## config.mk

```make
export PLATFORM = sky130hd
export DESIGN_NAME = ao_peripheral_subsystem
export DESIGN_NICKNAME = d
export VERILOG_FILES = /design/src/hw/ao_periph_pkg.sv /design/src/hw/ao_peripheral_subsystem.sv /design/src/hw/fast_intr_ctrl.sv /design/src/hw/gpio_ao.sv /design/src/hw/ao_timer.sv /design/src/hw/soc_ctrl.sv /design/src/hw/ao_periph_xbar.sv
export SDC_FILE = /design/constraint.sdc
export NUM_CORES = 1
export LEC_CHECK = 0
export BUFFER_PORTS_ARGS = -buffer_cell sky130_fd_sc_hd__buf_2
export CORE_UTILIZATION = 32
export DETAILED_ROUTE_END_ITERATION = 12
export SYNTH_ARGS = -nofsm -noshare
export SYNTH_HDL_FRONTEND = slang
export SYNTH_SLANG_ARGS = --single-unit
```

## constraint.sdc

```tcl
create_clock -name clk_i -period 5.4 [get_ports clk_i]
set_input_delay 0 -clock clk_i [delete_from_list [all_inputs] [get_ports clk_i]]
set_output_delay 0 -clock clk_i [all_outputs]
set_load 0.1 [all_outputs]
```

## src/hw/ao_periph_pkg.sv

```systemverilog
/* Bus request and response structs, register-bus opcodes,
   peripheral select enum, address map and a byte-enable merge helper */
package ao_periph_pkg;

  typedef struct packed {
    logic        req;
    logic        we;
    logic [31:0] addr;
    logic [31:0] wdata;
    logic [3:0]  be;
  } obi_req_t;

  typedef struct packed {
    logic        gnt;
    logic        rvalid;
    logic        err;
    logic [31:0] rdata;
  } obi_resp_t;

  typedef enum logic {
    OP_READ  = 1'b0,
    OP_WRITE = 1'b1
  } reg_op_e;

  // Byte enables ride along for the registers that honour them
  typedef struct packed {
    logic        valid;
    reg_op_e     op;
    logic [11:0] offset;
    logic [31:0] wdata;
    logic [3:0]  be;
  } reg_req_t;

  typedef struct packed {
    logic [31:0] rdata;
    logic        error;
  } reg_rsp_t;

  localparam int unsigned NUM_PERIPH = 4;

  // Selected by address bits 15:12
  typedef enum logic [$clog2(NUM_PERIPH)-1:0] {
    PERIPH_SOC_CTRL  = 0,
    PERIPH_TIMER     = 1,
    PERIPH_GPIO      = 2,
    PERIPH_FAST_INTR = 3
  } periph_idx_e;

  localparam logic [31:0] AO_BASE_ADDR = 32'h2000_0000;

  function automatic logic [31:0] apply_be(input logic [31:0] old_val,
                                           input logic [31:0] new_val,
                                           input logic [3:0]  be);
    logic [31:0] merged;
    for (int b = 0; b < 4; b++) begin
      merged[8*b +: 8] = be[b] ? new_val[8*b +: 8] : old_val[8*b +: 8];
    end
    return merged;
  endfunction

endpackage
```

## src/hw/ao_peripheral_subsystem.sv

```systemverilog
/* Always-on peripheral subsystem: crossbar plus SoC control,
   timer, GPIO and fast interrupt controller */
`timescale 1ns/10ps

module ao_peripheral_subsystem
  import ao_periph_pkg::*;
#(
  parameter int unsigned NUM_GPIO      = 8,
  parameter int unsigned NUM_FAST_INTR = 15
) (
  input  logic                     clk_i,
  input  logic                     rst_n_i,

  input  obi_req_t                 slave_req_i,
  output obi_resp_t                slave_resp_o,

  // SoC control
  input  logic                     boot_select_i,
  output logic                     exit_valid_o,
  output logic [31:0]              exit_value_o,

  // GPIO
  input  logic [NUM_GPIO-1:0]      gpio_i,
  output logic [NUM_GPIO-1:0]      gpio_o,
  output logic [NUM_GPIO-1:0]      gpio_en_o,
  output logic [NUM_GPIO-1:0]      intr_gpio_o,

  output logic                     timer_intr_o,

  input  logic [NUM_FAST_INTR-1:0] fast_intr_i,
  output logic [NUM_FAST_INTR-1:0] fast_intr_o
);

  reg_req_t [NUM_PERIPH-1:0] periph_req;
  reg_rsp_t [NUM_PERIPH-1:0] periph_rsp;

  ao_periph_xbar ao_periph_xbar_inst (
    .clk_i        (clk_i),
    .rst_n_i      (rst_n_i),
    .slave_req_i  (slave_req_i),
    .slave_resp_o (slave_resp_o),
    .periph_req_o (periph_req),
    .periph_rsp_i (periph_rsp)
  );

  soc_ctrl soc_ctrl_inst (
    .clk_i         (clk_i),
    .rst_n_i       (rst_n_i),
    .reg_req_i     (periph_req[PERIPH_SOC_CTRL]),
    .reg_rsp_o     (periph_rsp[PERIPH_SOC_CTRL]),
    .boot_select_i (boot_select_i),
    .exit_valid_o  (exit_valid_o),
    .exit_value_o  (exit_value_o)
  );

  ao_timer ao_timer_inst (
    .clk_i        (clk_i),
    .rst_n_i      (rst_n_i),
    .reg_req_i    (periph_req[PERIPH_TIMER]),
    .reg_rsp_o    (periph_rsp[PERIPH_TIMER]),
    .timer_intr_o (timer_intr_o)
  );

  gpio_ao #(
    .NUM_GPIO (NUM_GPIO)
  ) gpio_ao_inst (
    .clk_i       (clk_i),
    .rst_n_i     (rst_n_i),
    .reg_req_i   (periph_req[PERIPH_GPIO]),
    .reg_rsp_o   (periph_rsp[PERIPH_GPIO]),
    .gpio_i      (gpio_i),
    .gpio_o      (gpio_o),
    .gpio_en_o   (gpio_en_o),
    .intr_gpio_o (intr_gpio_o)
  );

  fast_intr_ctrl #(
    .NUM_FAST_INTR (NUM_FAST_INTR)
  ) fast_intr_ctrl_inst (
    .clk_i       (clk_i),
    .rst_n_i     (rst_n_i),
    .reg_req_i   (periph_req[PERIPH_FAST_INTR]),
    .reg_rsp_o   (periph_rsp[PERIPH_FAST_INTR]),
    .fast_intr_i (fast_intr_i),
    .fast_intr_o (fast_intr_o)
  );

endmodule

```

## src/hw/fast_intr_ctrl.sv

```systemverilog
/* Fast interrupt controller: pending latch with enable mask */
`timescale 1ns/10ps

module fast_intr_ctrl
  import ao_periph_pkg::*;
#(
  parameter int unsigned NUM_FAST_INTR = 15
) (
  input  logic                     clk_i,
  input  logic                     rst_n_i,
  input  reg_req_t                 reg_req_i,
  output reg_rsp_t                 reg_rsp_o,
  input  logic [NUM_FAST_INTR-1:0] fast_intr_i,
  output logic [NUM_FAST_INTR-1:0] fast_intr_o
);

  localparam logic [11:0] PENDING_OFS = 12'h000;
  localparam logic [11:0] ENABLE_OFS  = 12'h004;

  logic                     wr_en;
  logic [NUM_FAST_INTR-1:0] pending_q;
  logic [NUM_FAST_INTR-1:0] enable_q;
  logic [NUM_FAST_INTR-1:0] pending_clr;

  assign wr_en       = reg_req_i.valid && (reg_req_i.op == OP_WRITE);
  assign pending_clr = (wr_en && reg_req_i.offset == PENDING_OFS) ?
                       reg_req_i.wdata[NUM_FAST_INTR-1:0] : '0;

  always_ff @(posedge clk_i or negedge rst_n_i) begin
    if (!rst_n_i) begin
      pending_q <= '0;
      enable_q  <= '0;
    end else begin
      // A live line keeps its bit set through a clear
      pending_q <= (pending_q & ~pending_clr) | fast_intr_i;
      if (wr_en && reg_req_i.offset == ENABLE_OFS) begin
        enable_q <= reg_req_i.wdata[NUM_FAST_INTR-1:0];
      end
    end
  end

  always_comb begin
    reg_rsp_o.rdata = '0;
    reg_rsp_o.error = 1'b0;
    case (reg_req_i.offset)
      PENDING_OFS: reg_rsp_o.rdata = 32'(pending_q);
      ENABLE_OFS:  reg_rsp_o.rdata = 32'(enable_q);
      default:     reg_rsp_o.error = reg_req_i.valid;
    endcase
  end

  assign fast_intr_o = pending_q & enable_q;

endmodule

```

## src/hw/gpio_ao.sv

```systemverilog
/* GPIO block: input synchronizer, output and output-enable registers,
   rising-edge interrupt status */
`timescale 1ns/10ps

module gpio_ao
  import ao_periph_pkg::*;
#(
  parameter int unsigned NUM_GPIO = 8
) (
  input  logic                clk_i,
  input  logic                rst_n_i,
  input  reg_req_t            reg_req_i,
  output reg_rsp_t            reg_rsp_o,
  input  logic [NUM_GPIO-1:0] gpio_i,
  output logic [NUM_GPIO-1:0] gpio_o,
  output logic [NUM_GPIO-1:0] gpio_en_o,
  output logic [NUM_GPIO-1:0] intr_gpio_o
);

  localparam logic [11:0] DATA_IN_OFS     = 12'h000;
  localparam logic [11:0] DATA_OUT_OFS    = 12'h004;
  localparam logic [11:0] OUT_EN_OFS      = 12'h008;
  localparam logic [11:0] INTR_EN_OFS     = 12'h00C;
  localparam logic [11:0] INTR_STATUS_OFS = 12'h010;

  logic                wr_en;
  logic [NUM_GPIO-1:0] sync_q1;
  logic [NUM_GPIO-1:0] sync_q2;
  logic [NUM_GPIO-1:0] prev_q;
  logic [NUM_GPIO-1:0] rise;
  logic [NUM_GPIO-1:0] data_out_q;
  logic [NUM_GPIO-1:0] out_en_q;
  logic [NUM_GPIO-1:0] intr_en_q;
  logic [NUM_GPIO-1:0] intr_status_q;
  logic [NUM_GPIO-1:0] status_clr;
  logic [31:0]         data_out_wr;

  assign wr_en = reg_req_i.valid && (reg_req_i.op == OP_WRITE);
  assign rise  = sync_q2 & ~prev_q;

  assign status_clr = (wr_en && reg_req_i.offset == INTR_STATUS_OFS) ?
                      reg_req_i.wdata[NUM_GPIO-1:0] : '0;
  assign data_out_wr = apply_be(32'(data_out_q), reg_req_i.wdata, reg_req_i.be);

  always_ff @(posedge clk_i or negedge rst_n_i) begin
    if (!rst_n_i) begin
      sync_q1       <= '0;
      sync_q2       <= '0;
      prev_q        <= '0;
      intr_status_q <= '0;
    end else begin
      sync_q1       <= gpio_i;
      sync_q2       <= sync_q1;
      prev_q        <= sync_q2;
      intr_status_q <= (intr_status_q & ~status_clr) | (rise & intr_en_q);
    end
  end

  always_ff @(posedge clk_i or negedge rst_n_i) begin
    if (!rst_n_i) begin
      data_out_q <= '0;
      out_en_q   <= '0;
      intr_en_q  <= '0;
    end else if (wr_en) begin
      case (reg_req_i.offset)
        DATA_OUT_OFS: data_out_q <= data_out_wr[NUM_GPIO-1:0];
        OUT_EN_OFS:   out_en_q <= reg_req_i.wdata[NUM_GPIO-1:0];
        INTR_EN_OFS:  intr_en_q <= reg_req_i.wdata[NUM_GPIO-1:0];
        default: ;
      endcase
    end
  end

  always_comb begin
    reg_rsp_o.rdata = '0;
    reg_rsp_o.error = 1'b0;
    case (reg_req_i.offset)
      DATA_IN_OFS:     reg_rsp_o.rdata = 32'(sync_q2);
      DATA_OUT_OFS:    reg_rsp_o.rdata = 32'(data_out_q);
      OUT_EN_OFS:      reg_rsp_o.rdata = 32'(out_en_q);
      INTR_EN_OFS:     reg_rsp_o.rdata = 32'(intr_en_q);
      INTR_STATUS_OFS: reg_rsp_o.rdata = 32'(intr_status_q);
      default:         reg_rsp_o.error = reg_req_i.valid;
    endcase
  end

  assign gpio_o      = data_out_q;
  assign gpio_en_o   = out_en_q;
  assign intr_gpio_o = intr_status_q;

endmodule

```

## src/hw/ao_timer.sv

```systemverilog
/* Machine timer: free-running counter, compare register,
   control bits and a sticky write-one-to-clear status */
`timescale 1ns/10ps

module ao_timer
  import ao_periph_pkg::*;
(
  input  logic     clk_i,
  input  logic     rst_n_i,
  input  reg_req_t reg_req_i,
  output reg_rsp_t reg_rsp_o,
  output logic     timer_intr_o
);

  localparam logic [11:0] CTRL_OFS     = 12'h000;
  localparam logic [11:0] MTIME_OFS    = 12'h004;
  localparam logic [11:0] MTIMECMP_OFS = 12'h008;
  localparam logic [11:0] STATUS_OFS   = 12'h00C;

  typedef struct packed {
    logic intr_en;
    logic cnt_en;
  } timer_ctrl_t;

  logic        wr_en;
  timer_ctrl_t ctrl_q;
  logic [31:0] mtime_q;
  logic [31:0] mtimecmp_q;
  logic        status_q;
  logic        status_set;
  logic        status_clr;

  assign wr_en = reg_req_i.valid && (reg_req_i.op == OP_WRITE);

  assign status_set = ctrl_q.cnt_en && (mtime_q >= mtimecmp_q);
  assign status_clr = wr_en && (reg_req_i.offset == STATUS_OFS) && reg_req_i.wdata[0];

  always_ff @(posedge clk_i or negedge rst_n_i) begin
    if (!rst_n_i) begin
      ctrl_q     <= '0;
      mtimecmp_q <= '0;
    end else if (wr_en) begin
      case (reg_req_i.offset)
        CTRL_OFS:     ctrl_q <= timer_ctrl_t'(reg_req_i.wdata[1:0]);
        MTIMECMP_OFS: mtimecmp_q <= reg_req_i.wdata;
        default: ;
      endcase
    end
  end

  always_ff @(posedge clk_i or negedge rst_n_i) begin
    if (!rst_n_i) begin
      mtime_q  <= '0;
      status_q <= 1'b0;
    end else begin
      if (ctrl_q.cnt_en) begin
        mtime_q <= mtime_q + 32'd1;
      end
      // Set wins over a clear in the same cycle
      if (status_set) begin
        status_q <= 1'b1;
      end else if (status_clr) begin
        status_q <= 1'b0;
      end
    end
  end

  always_comb begin
    reg_rsp_o.rdata = '0;
    reg_rsp_o.error = 1'b0;
    case (reg_req_i.offset)
      CTRL_OFS:     reg_rsp_o.rdata = {30'b0, ctrl_q};
      MTIME_OFS:    reg_rsp_o.rdata = mtime_q;
      MTIMECMP_OFS: reg_rsp_o.rdata = mtimecmp_q;
      STATUS_OFS:   reg_rsp_o.rdata = {31'b0, status_q};
      default:      reg_rsp_o.error = reg_req_i.valid;
    endcase
  end

  assign timer_intr_o = status_q && ctrl_q.intr_en;

  intr_needs_enable: assert property (@(posedge clk_i) disable iff (!rst_n_i)
    !ctrl_q.intr_en |-> !timer_intr_o)
    else $error("timer_intr_o high with interrupt enable clear");

endmodule

```

## src/hw/soc_ctrl.sv

```systemverilog
/* SoC control registers: sticky exit flag, exit value,
   boot-select readback and scratch word */
`timescale 1ns/10ps

module soc_ctrl
  import ao_periph_pkg::*;
(
  input  logic        clk_i,
  input  logic        rst_n_i,
  input  reg_req_t    reg_req_i,
  output reg_rsp_t    reg_rsp_o,
  input  logic        boot_select_i,
  output logic        exit_valid_o,
  output logic [31:0] exit_value_o
);

  localparam logic [11:0] EXIT_VALID_OFS  = 12'h000;
  localparam logic [11:0] EXIT_VALUE_OFS  = 12'h004;
  localparam logic [11:0] BOOT_SELECT_OFS = 12'h008;
  localparam logic [11:0] SCRATCH_OFS     = 12'h00C;

  logic        wr_en;
  logic        exit_valid_q;
  logic [31:0] exit_value_q;
  logic [31:0] scratch_q;

  assign wr_en = reg_req_i.valid && (reg_req_i.op == OP_WRITE);

  always_ff @(posedge clk_i or negedge rst_n_i) begin
    if (!rst_n_i) begin
      exit_valid_q <= 1'b0;
      exit_value_q <= '0;
      scratch_q    <= '0;
    end else if (wr_en) begin
      case (reg_req_i.offset)
        EXIT_VALID_OFS: begin
          // Sticky until reset
          if (reg_req_i.wdata[0]) begin
            exit_valid_q <= 1'b1;
          end
        end
        EXIT_VALUE_OFS: exit_value_q <= reg_req_i.wdata;
        SCRATCH_OFS:    scratch_q <= apply_be(scratch_q, reg_req_i.wdata, reg_req_i.be);
        default: ;
      endcase
    end
  end

  always_comb begin
    reg_rsp_o.rdata = '0;
    reg_rsp_o.error = 1'b0;
    case (reg_req_i.offset)
      EXIT_VALID_OFS:  reg_rsp_o.rdata = {31'b0, exit_valid_q};
      EXIT_VALUE_OFS:  reg_rsp_o.rdata = exit_value_q;
      BOOT_SELECT_OFS: reg_rsp_o.rdata = {31'b0, boot_select_i};
      SCRATCH_OFS:     reg_rsp_o.rdata = scratch_q;
      default:         reg_rsp_o.error = reg_req_i.valid;
    endcase
  end

  assign exit_valid_o = exit_valid_q;
  assign exit_value_o = exit_value_q;

  exit_valid_sticky: assert property (@(posedge clk_i) disable iff (!rst_n_i)
    $past(exit_valid_o) |-> exit_valid_o)
    else $error("exit_valid_o fell without reset");

endmodule

```

## src/hw/ao_periph_xbar.sv

```systemverilog
/* Bus to register-bus bridge with address decode, request demux
   and a registered response one cycle after each grant */
`timescale 1ns/10ps

module ao_periph_xbar
  import ao_periph_pkg::*;
(
  input  logic                      clk_i,
  input  logic                      rst_n_i,
  input  obi_req_t                  slave_req_i,
  output obi_resp_t                 slave_resp_o,
  output reg_req_t [NUM_PERIPH-1:0] periph_req_o,
  input  reg_rsp_t [NUM_PERIPH-1:0] periph_rsp_i
);

  logic        base_hit;
  logic        idx_hit;
  logic        dec_hit;
  periph_idx_e periph_sel;
  reg_rsp_t    sel_rsp;
  logic        err_d;
  logic [31:0] rdata_d;
  logic        rvalid_q;
  logic        err_q;
  logic [31:0] rdata_q;

  assign base_hit   = slave_req_i.addr[31:16] == AO_BASE_ADDR[31:16];
  assign idx_hit    = slave_req_i.addr[15:12] < 4'(NUM_PERIPH);
  assign dec_hit    = base_hit && idx_hit;
  assign periph_sel = periph_idx_e'(slave_req_i.addr[12 +: $bits(periph_idx_e)]);

  // Only the decoded slot sees valid
  always_comb begin
    for (int i = 0; i < NUM_PERIPH; i++) begin
      periph_req_o[i].valid  = slave_req_i.req && dec_hit && (periph_sel == periph_idx_e'(i));
      periph_req_o[i].op     = slave_req_i.we ? OP_WRITE : OP_READ;
      periph_req_o[i].offset = slave_req_i.addr[11:0];
      periph_req_o[i].wdata  = slave_req_i.wdata;
      periph_req_o[i].be     = slave_req_i.be;
    end
  end

  assign sel_rsp = periph_rsp_i[periph_sel];

  always_comb begin
    err_d   = 1'b0;
    rdata_d = '0;
    if (slave_req_i.req) begin
      if (!dec_hit) begin
        err_d = 1'b1;
      end else begin
        err_d = sel_rsp.error;
        // Write responses and errors carry no data
        if (!slave_req_i.we && !sel_rsp.error) begin
          rdata_d = sel_rsp.rdata;
        end
      end
    end
  end

  always_ff @(posedge clk_i or negedge rst_n_i) begin
    if (!rst_n_i) begin
      rvalid_q <= 1'b0;
      err_q    <= 1'b0;
      rdata_q  <= '0;
    end else begin
      rvalid_q <= slave_req_i.req;
      err_q    <= err_d;
      rdata_q  <= rdata_d;
    end
  end

  // Always granted, no back-pressure
  assign slave_resp_o.gnt    = slave_req_i.req;
  assign slave_resp_o.rvalid = rvalid_q;
  assign slave_resp_o.err    = err_q;
  assign slave_resp_o.rdata  = rdata_q;

  rvalid_follows_req: assert property (@(posedge clk_i) disable iff (!rst_n_i)
    slave_resp_o.rvalid == $past(slave_req_i.req))
    else $error("rvalid not one cycle after req");

endmodule

```

* Word level (Yosys, flattened, before mapping)
Index checks and enable logic that the tools add are counted.
** Word-level totals
- Register bits :: 252
- Input bits :: 96
- Output and inout bits :: 108
- Word-level logic and storage cells :: 102
** Cells by class
- Add/sub/neg operators :: 1
- $lt $le $gt $ge :: 3
- Equal/unequal tests :: 8
- Multiplexer cells :: 20
- Bitwise operators :: 10
- Reductions and logical operators :: 37
** Operators with widths (count)
- one-hot mux 32 bit (4 select lines) :: 2
- 2-to-1 mux 32 bit :: 3
- binary-select mux 33 bit (select 2 bit) :: 1
- one-hot mux 8 bit (5 select lines) :: 1
- 2-to-1 mux 33 bit :: 1
- adder 32 x 1 -> 32 bit (second input constant) :: 1
- >= comparator 32 bit :: 1
- AND 15 bit :: 2
- one-hot mux 15 bit (2 select lines) :: 1
- AND 8 bit :: 3
- == test 12 x 4 -> 1 bit (second input constant) :: 2
- logical AND 1 bit :: 18
- AND reduction 3 bit :: 6
- == test 16 x 14 -> 1 bit (second input constant) :: 1
- NOT 8 bit :: 2
- 2-to-1 mux 15 bit :: 1
- NOT 15 bit :: 1
- bitwise OR 15 bit :: 1
- == test 12 x 3 -> 1 bit (second input constant) :: 1
- == test 12 x 5 -> 1 bit (second input constant) :: 1
- zero test 12 bit :: 1
- AND reduction 2 bit :: 5
- 2-to-1 mux 1 bit :: 9
- 2-to-1 mux 8 bit :: 1
- 11 further kinds :: 13

* Logic depth before layout (Yosys ltp)
- Depth in word-level cells :: 12
- Gate-level depth with buffers :: 8
- Gate-level depth less buffers :: 7

* Hierarchy
From an unflattened synthesis, not the netlist that was laid out.
** Second synthesis, totals
- Cell total of the unflattened synthesis :: 1291
- Area, all modules :: 15114.5 sq um
** By module, submodules not included
- ao_timer :: instances 1, cells each 360, area each 3913.8 sq um, sequential area each 1676.6 sq um
- ao_periph_xbar :: instances 1, cells each 332, area each 3784.9 sq um, sequential area each 850.8 sq um
- soc_ctrl :: instances 1, cells each 228, area each 3080.5 sq um, sequential area each 1626.6 sq um
- gpio_ao :: instances 1, cells each 203, area each 2592.5 sq um, sequential area each 1401.3 sq um
- fast_intr_ctrl :: instances 1, cells each 168, area each 1742.9 sq um, sequential area each 750.7 sq um

* Worst setup path before layout
OpenSTA, ideal clock, no wires.
- Kind :: input to register
- Start :: in slave_req_i[53] (netlist name)
- End :: reg soc_ctrl_inst.exit_value_q[10], in the netlist soc_ctrl_inst.exit_value_o[10]
- Setup time :: 0.126 ns
- Arrival time :: 1.822 ns
- Data required time :: 5.274 ns
- Path slack :: 3.452 ns
- Stages :: 7
- Buffers on the path :: 2
- Cell sequence :: nor4_2 -> nand4b_4 -> nor4_4 -> and2_1 -> buf_2 -> buf_4 -> mux2_2
** Between the ends
- Cells in the longest elaborated chain, start to end :: 6
** Ends and longest elaborated chain
- start, declared :: line ao_peripheral_subsystem.sv:14 : input obi_req_t slave_req_i,
- == test 16 x 14 -> 1 bit :: line ao_periph_xbar.sv:27 : assign base_hit = slave_req_i.addr[31:16] == AO_BASE_ADDR[31:16];
- logical AND 1 bit :: line ao_periph_xbar.sv:29 : assign dec_hit = base_hit && idx_hit;
- logical AND 1 bit (2 in series) :: line ao_periph_xbar.sv:35 : periph_req_o[i].valid = slave_req_i.req && dec_hit && (periph_sel == periph_idx_e'(i));
- logical AND 1 bit :: line soc_ctrl.sv:27 : assign wr_en = reg_req_i.valid && (reg_req_i.op == OP_WRITE);
- AND reduction 2 bit (no line)
- end signal, assigned :: line soc_ctrl.sv:42 : EXIT_VALUE_OFS: exit_value_q <= reg_req_i.wdata;
- end, declared :: line soc_ctrl.sv:24 : logic [31:0] exit_value_q;
Every way passes these cells.
A chain may end at the register's enable or synchronous reset.

* Worst setup path in the final report
- Start :: in slave_req_i[41] (netlist name)
- End :: reg ao_timer_inst.mtimecmp_q[29]
** Between the ends
- Cells in the longest elaborated chain, start to end :: 2
** Ends and longest elaborated chain
- == test 12 x 4 -> 1 bit :: line ao_timer.sv:43 : case (reg_req_i.offset)
- AND reduction 2 bit (no line)
- end signal, assigned :: line ao_timer.sv:45 : MTIMECMP_OFS: mtimecmp_q <= reg_req_i.wdata;
- end, declared :: line ao_timer.sv:28 : logic [31:0] mtimecmp_q;
Every way passes these cells.

==> results_dict.tcl <==
set metrics [dict create \
    drv_slew 0 \
    wl_met2_um 15550 \
    die_x_um 194.5 \
    maxCapViolations 0 \
    wl_um 32550 \
    grt_pass1_vias 9143 \
    postPlaceCellArea_um2 13310 \
    cts_resized 0 \
    critPathMaxStageDelay_ps 790 \
    finClkSkew_ps 21.75 \
    grt_pass1_wl_um 51980 \
    die_y_um 194.5 \
    yosysMostFrequentCell "dfrtp_1" \
    io_pins 204 \
    antenna_found_initial 0 \
    synth_common_cells "dfrtp_1 (252), mux2_2 (133), nand2_1 (43)" \
    syn_area_um2 11860 \
    worstHoldPathCells 3 \
    cts_buffers 28 \
    clk_pin_slew_ps 60 \
    ff2ff_setup_slack_ps 3220 \
    nets 1350 \
    synth.distinct_cells 61 \
    wl_met1_um 14720 \
    top_layer_used "met4" \
    max_freq_ghz 0.2974 \
    ys.flop_type "dfrtp_1" \
    num-fill-cells 3426 \
    vias_per_cell 5.173 \
    drtAntennaViolNets 0 \
    cp.arrival_ps 3780 \
    violations "DRC" \
    timing.final.crit_share_pct 62.28 \
    clockRootBuffer "clkbuf_16" \
    dp_hpwl_um 22880 \
    die-area_um2 37820 \
    drt-initial-drc-count 485 \
    wl_met3_um 1656 \
    start_util_pct 32.46 \
    antenna_cells 0 \
    grt_max_degree 100 \
    cts_tree "yes" \
    worstSetupPathType "input pin to flip-flop" \
    cp_data_required_time_ps 5820 \
    grt_setup_unrepaired "no" \
    ys_top_cells_by_area "dfrtp_1 (53%), mux2_2 (13%), ha_1 (3.5%), a22oi_1 (2.0%), mux4_2 (1.9%)" \
    hp-start "slave_req_i[1]" \
    end_kind "flip-flop" \
    crit_family "simple AND/OR/NAND/NOR gates" \
    synth-seq-cells 252 \
    reg2reg_from "ao_timer_inst.mtime_q[27]$_DFFE_PN0P_" \
    clock-sinks 252 \
    grt_usage_pct 17.24 \
    status "complete, but fails checks" \
    synth_cells 945 \
    worstMarginPinSlew_ps 1042 \
    cp_max_fo 32 \
    power.density_nw_per_um2 266.9 \
    period_needed_ps 3363 \
    ys_async_sr_fraction_pct 100.0 \
    synth_nets 1074 \
    synthAdderAreaFrac_pct 3.482 \
    core_area_um2 36520 \
    wire_per_inst_um 19.06 \
    synth_top_area_cell "dfrtp_1" \
    cp_cell_sequence "dlygate4sd3_1, buf_2, or4_1, nor3_4, and2_1, nand2_2, mux2_2" \
    insertion_delay_ps 550 \
    cts_buffer_depth 3 \
    place_congestion 0.7976 \
    setup_tns_ps 0 \
    crit_start "slave_req_i[41]" \
    fin_util_pct 41.25 \
    worstSetupStartpointType "input pin" \
    leakage_nw 7.146 \
    slew_headroom_pct 29.50 \
    yosys.area.top_type_share_pct 53.19 \
    synth_top_family_by_area "multiplexers" \
    setup_violations 0 \
    io_buffers 203 \
    final_layout_size_suffix_gt1_share_pct 35.08 \
    drc_errors 1 \
    synth-compound-area-share_pct 10.91 \
    vdd_drop_max_uv 252.1 \
    final_cell_area_um2 15070 \
    grt.overflow.total 0 \
    reg2regPathDepth 6 \
    synth_seq_area_share_pct 53.19 \
    rows 70 \
    first_pass_iters 9 \
    synth_xor_area_share_pct 2.290 \
    critPathBufInv 2 \
    area_growth_syn_to_layout_pct 27.07 \
    hp-class "input pin to flip-flop" \
    synth_mux_area_share_pct 16.95 \
    htree_levels 1 \
    slowest_stage "and2_1" \
    via_count 8836 \
    synth_edf_count 0 \
    yosys.area_share.simple_pct 9.899 \
    finalHoldViolations 0 \
    syn_avg_cell_area_um2 12.55 \
    ys.warnings.count 0 \
    crit_cells 7 \
]
## report_power, final
group,switching (W),total [W],internal (W)
clock,0.000778,0.00191,0.00113
combinational,0.000127,0.000211,0.0000843
sequential,0.00000397,0.00190,0.00190
## logic make-up after synthesis
family	Yosys count
muxes	167
and+or+nand+nor	196
buffers and inverters	87
adders and majority gates	33
DFF	252
xor gates and xnor gates	31
AOI/OAI and AO/OA	179
## final timing paths
| path | to |
|---|---|
| worst max register to register | ao_timer_inst.status_q$_DFFE_PN0P_ |
| worst min register to register | gpio_ao_inst.sync_q2[3]$_DFF_PN0_ |
| min in group asynchronous | gpio_ao_inst.sync_q1[0]$_DFF_PN0_ |
| worst max-delay path | ao_timer_inst.mtimecmp_q[29]$_DFFE_PN0P_ |
| max in group asynchronous | ao_timer_inst.mtime_q[18]$_DFFE_PN0P_ |
| worst min-delay path | soc_ctrl_inst.scratch_q[8]$_DFFE_PN0P_ |
## metrics by stage
step           total power [W]  setup slack (ps)  cells  hold slack (ps)
4_1_cts               0.004061              2003   1707            5.466
3_3_place_gp          0.002112              1855   1576            93.92
5_1_grt               0.004156              1811   1708            43.97
3_5_place_dp          0.002114              1753   1576            94.77
6_report              0.004021              2037   1708            7.459
2_1_floorplan         0.002002              3452    945           -295.6
## cells in the final DEF, fill, tap and decap left out, drive strengths merged, types with 4 or more instances in the layout
master       instances
nor2b                6
buf                214
a21oi               34
mux2i               11
nor2                13
a21o                23
ha                  33
dfrtp              252
a22oi               31
nand3               32
and2                22
clkinv               8
or4                  4
dlygate4sd3         82
nand2               44
and3                 7
and4                 8
mux2               146
a221oi              21
o22ai               14
nand4               18
xor2                10
o21ai                4
mux4                10
nor3                12
o2bb2ai             13
inv                 36
xnor2               21
clkbuf              38
a22o                 5
nor4                17
a211oi              21
## metal layers
metal | vias up | GRT usage, %
met5 | - | 0
met4 | 0 | 3.762
met3 | 44 | 2.776
met2 | 253 | 28.95
met1 | 4458 | 23.32
li1 | 4081 | -
## timing repair
item | 4_1_cts | 5_1_grt
buffers inserted | 0 | 0
endpoints found under the hold margin | 276 | 0
hold buffers | 82 | 0
## state kept, by name, summed over array words and instances (netlist names)
| name | count |
|---|---|
| ao_timer_inst.ctrl_q | 2 |
| soc_ctrl_inst.exit_value_o | 32 |
| soc_ctrl_inst.exit_valid_o | 1 |
| gpio_ao_inst.intr_en_q | 8 |
| gpio_ao_inst.prev_q | 8 |
| fast_intr_ctrl_inst.pending_q | 15 |
| ao_timer_inst.status_q | 1 |
| soc_ctrl_inst.scratch_q | 32 |
| gpio_ao_inst.gpio_en_o | 8 |
| gpio_ao_inst.sync_q2 | 8 |
| ao_timer_inst.mtime_q | 32 |
| ao_timer_inst.mtimecmp_q | 32 |
| gpio_ao_inst.gpio_o | 8 |
| gpio_ao_inst.sync_q1 | 8 |
| fast_intr_ctrl_inst.enable_q | 15 |
| ao_periph_xbar_inst.err_q | 1 |
| ao_periph_xbar_inst.rdata_q | 32 |
| gpio_ao_inst.intr_gpio_o | 8 |
| ao_periph_xbar_inst.rvalid_q | 1 |
## worst register-to-register path, cell delays in order, from the launching register on
cell and delay [ps]:
dfrtp_1 460, ha_1 330, nand4_1 160, or4_1 620
a211oi_1 300, o31ai_1 150, nand3_1 110
## final cells by class
type                            instances  area (um2)  share of cell area (%)
Timing Repair Buffer                  297        1934                   12.84
Inverter                               36       135.1                  0.8969
Tap cell                              468       585.6                   3.887
Multi-Input combinational cell        606        5172                   34.33
Clock inverter                         12       137.6                  0.9135
Sequential cell                       252        6306                   41.86
Clock buffer                           37       794.5                   5.274
No activity file was read; power rests on OpenSTA's default activity.
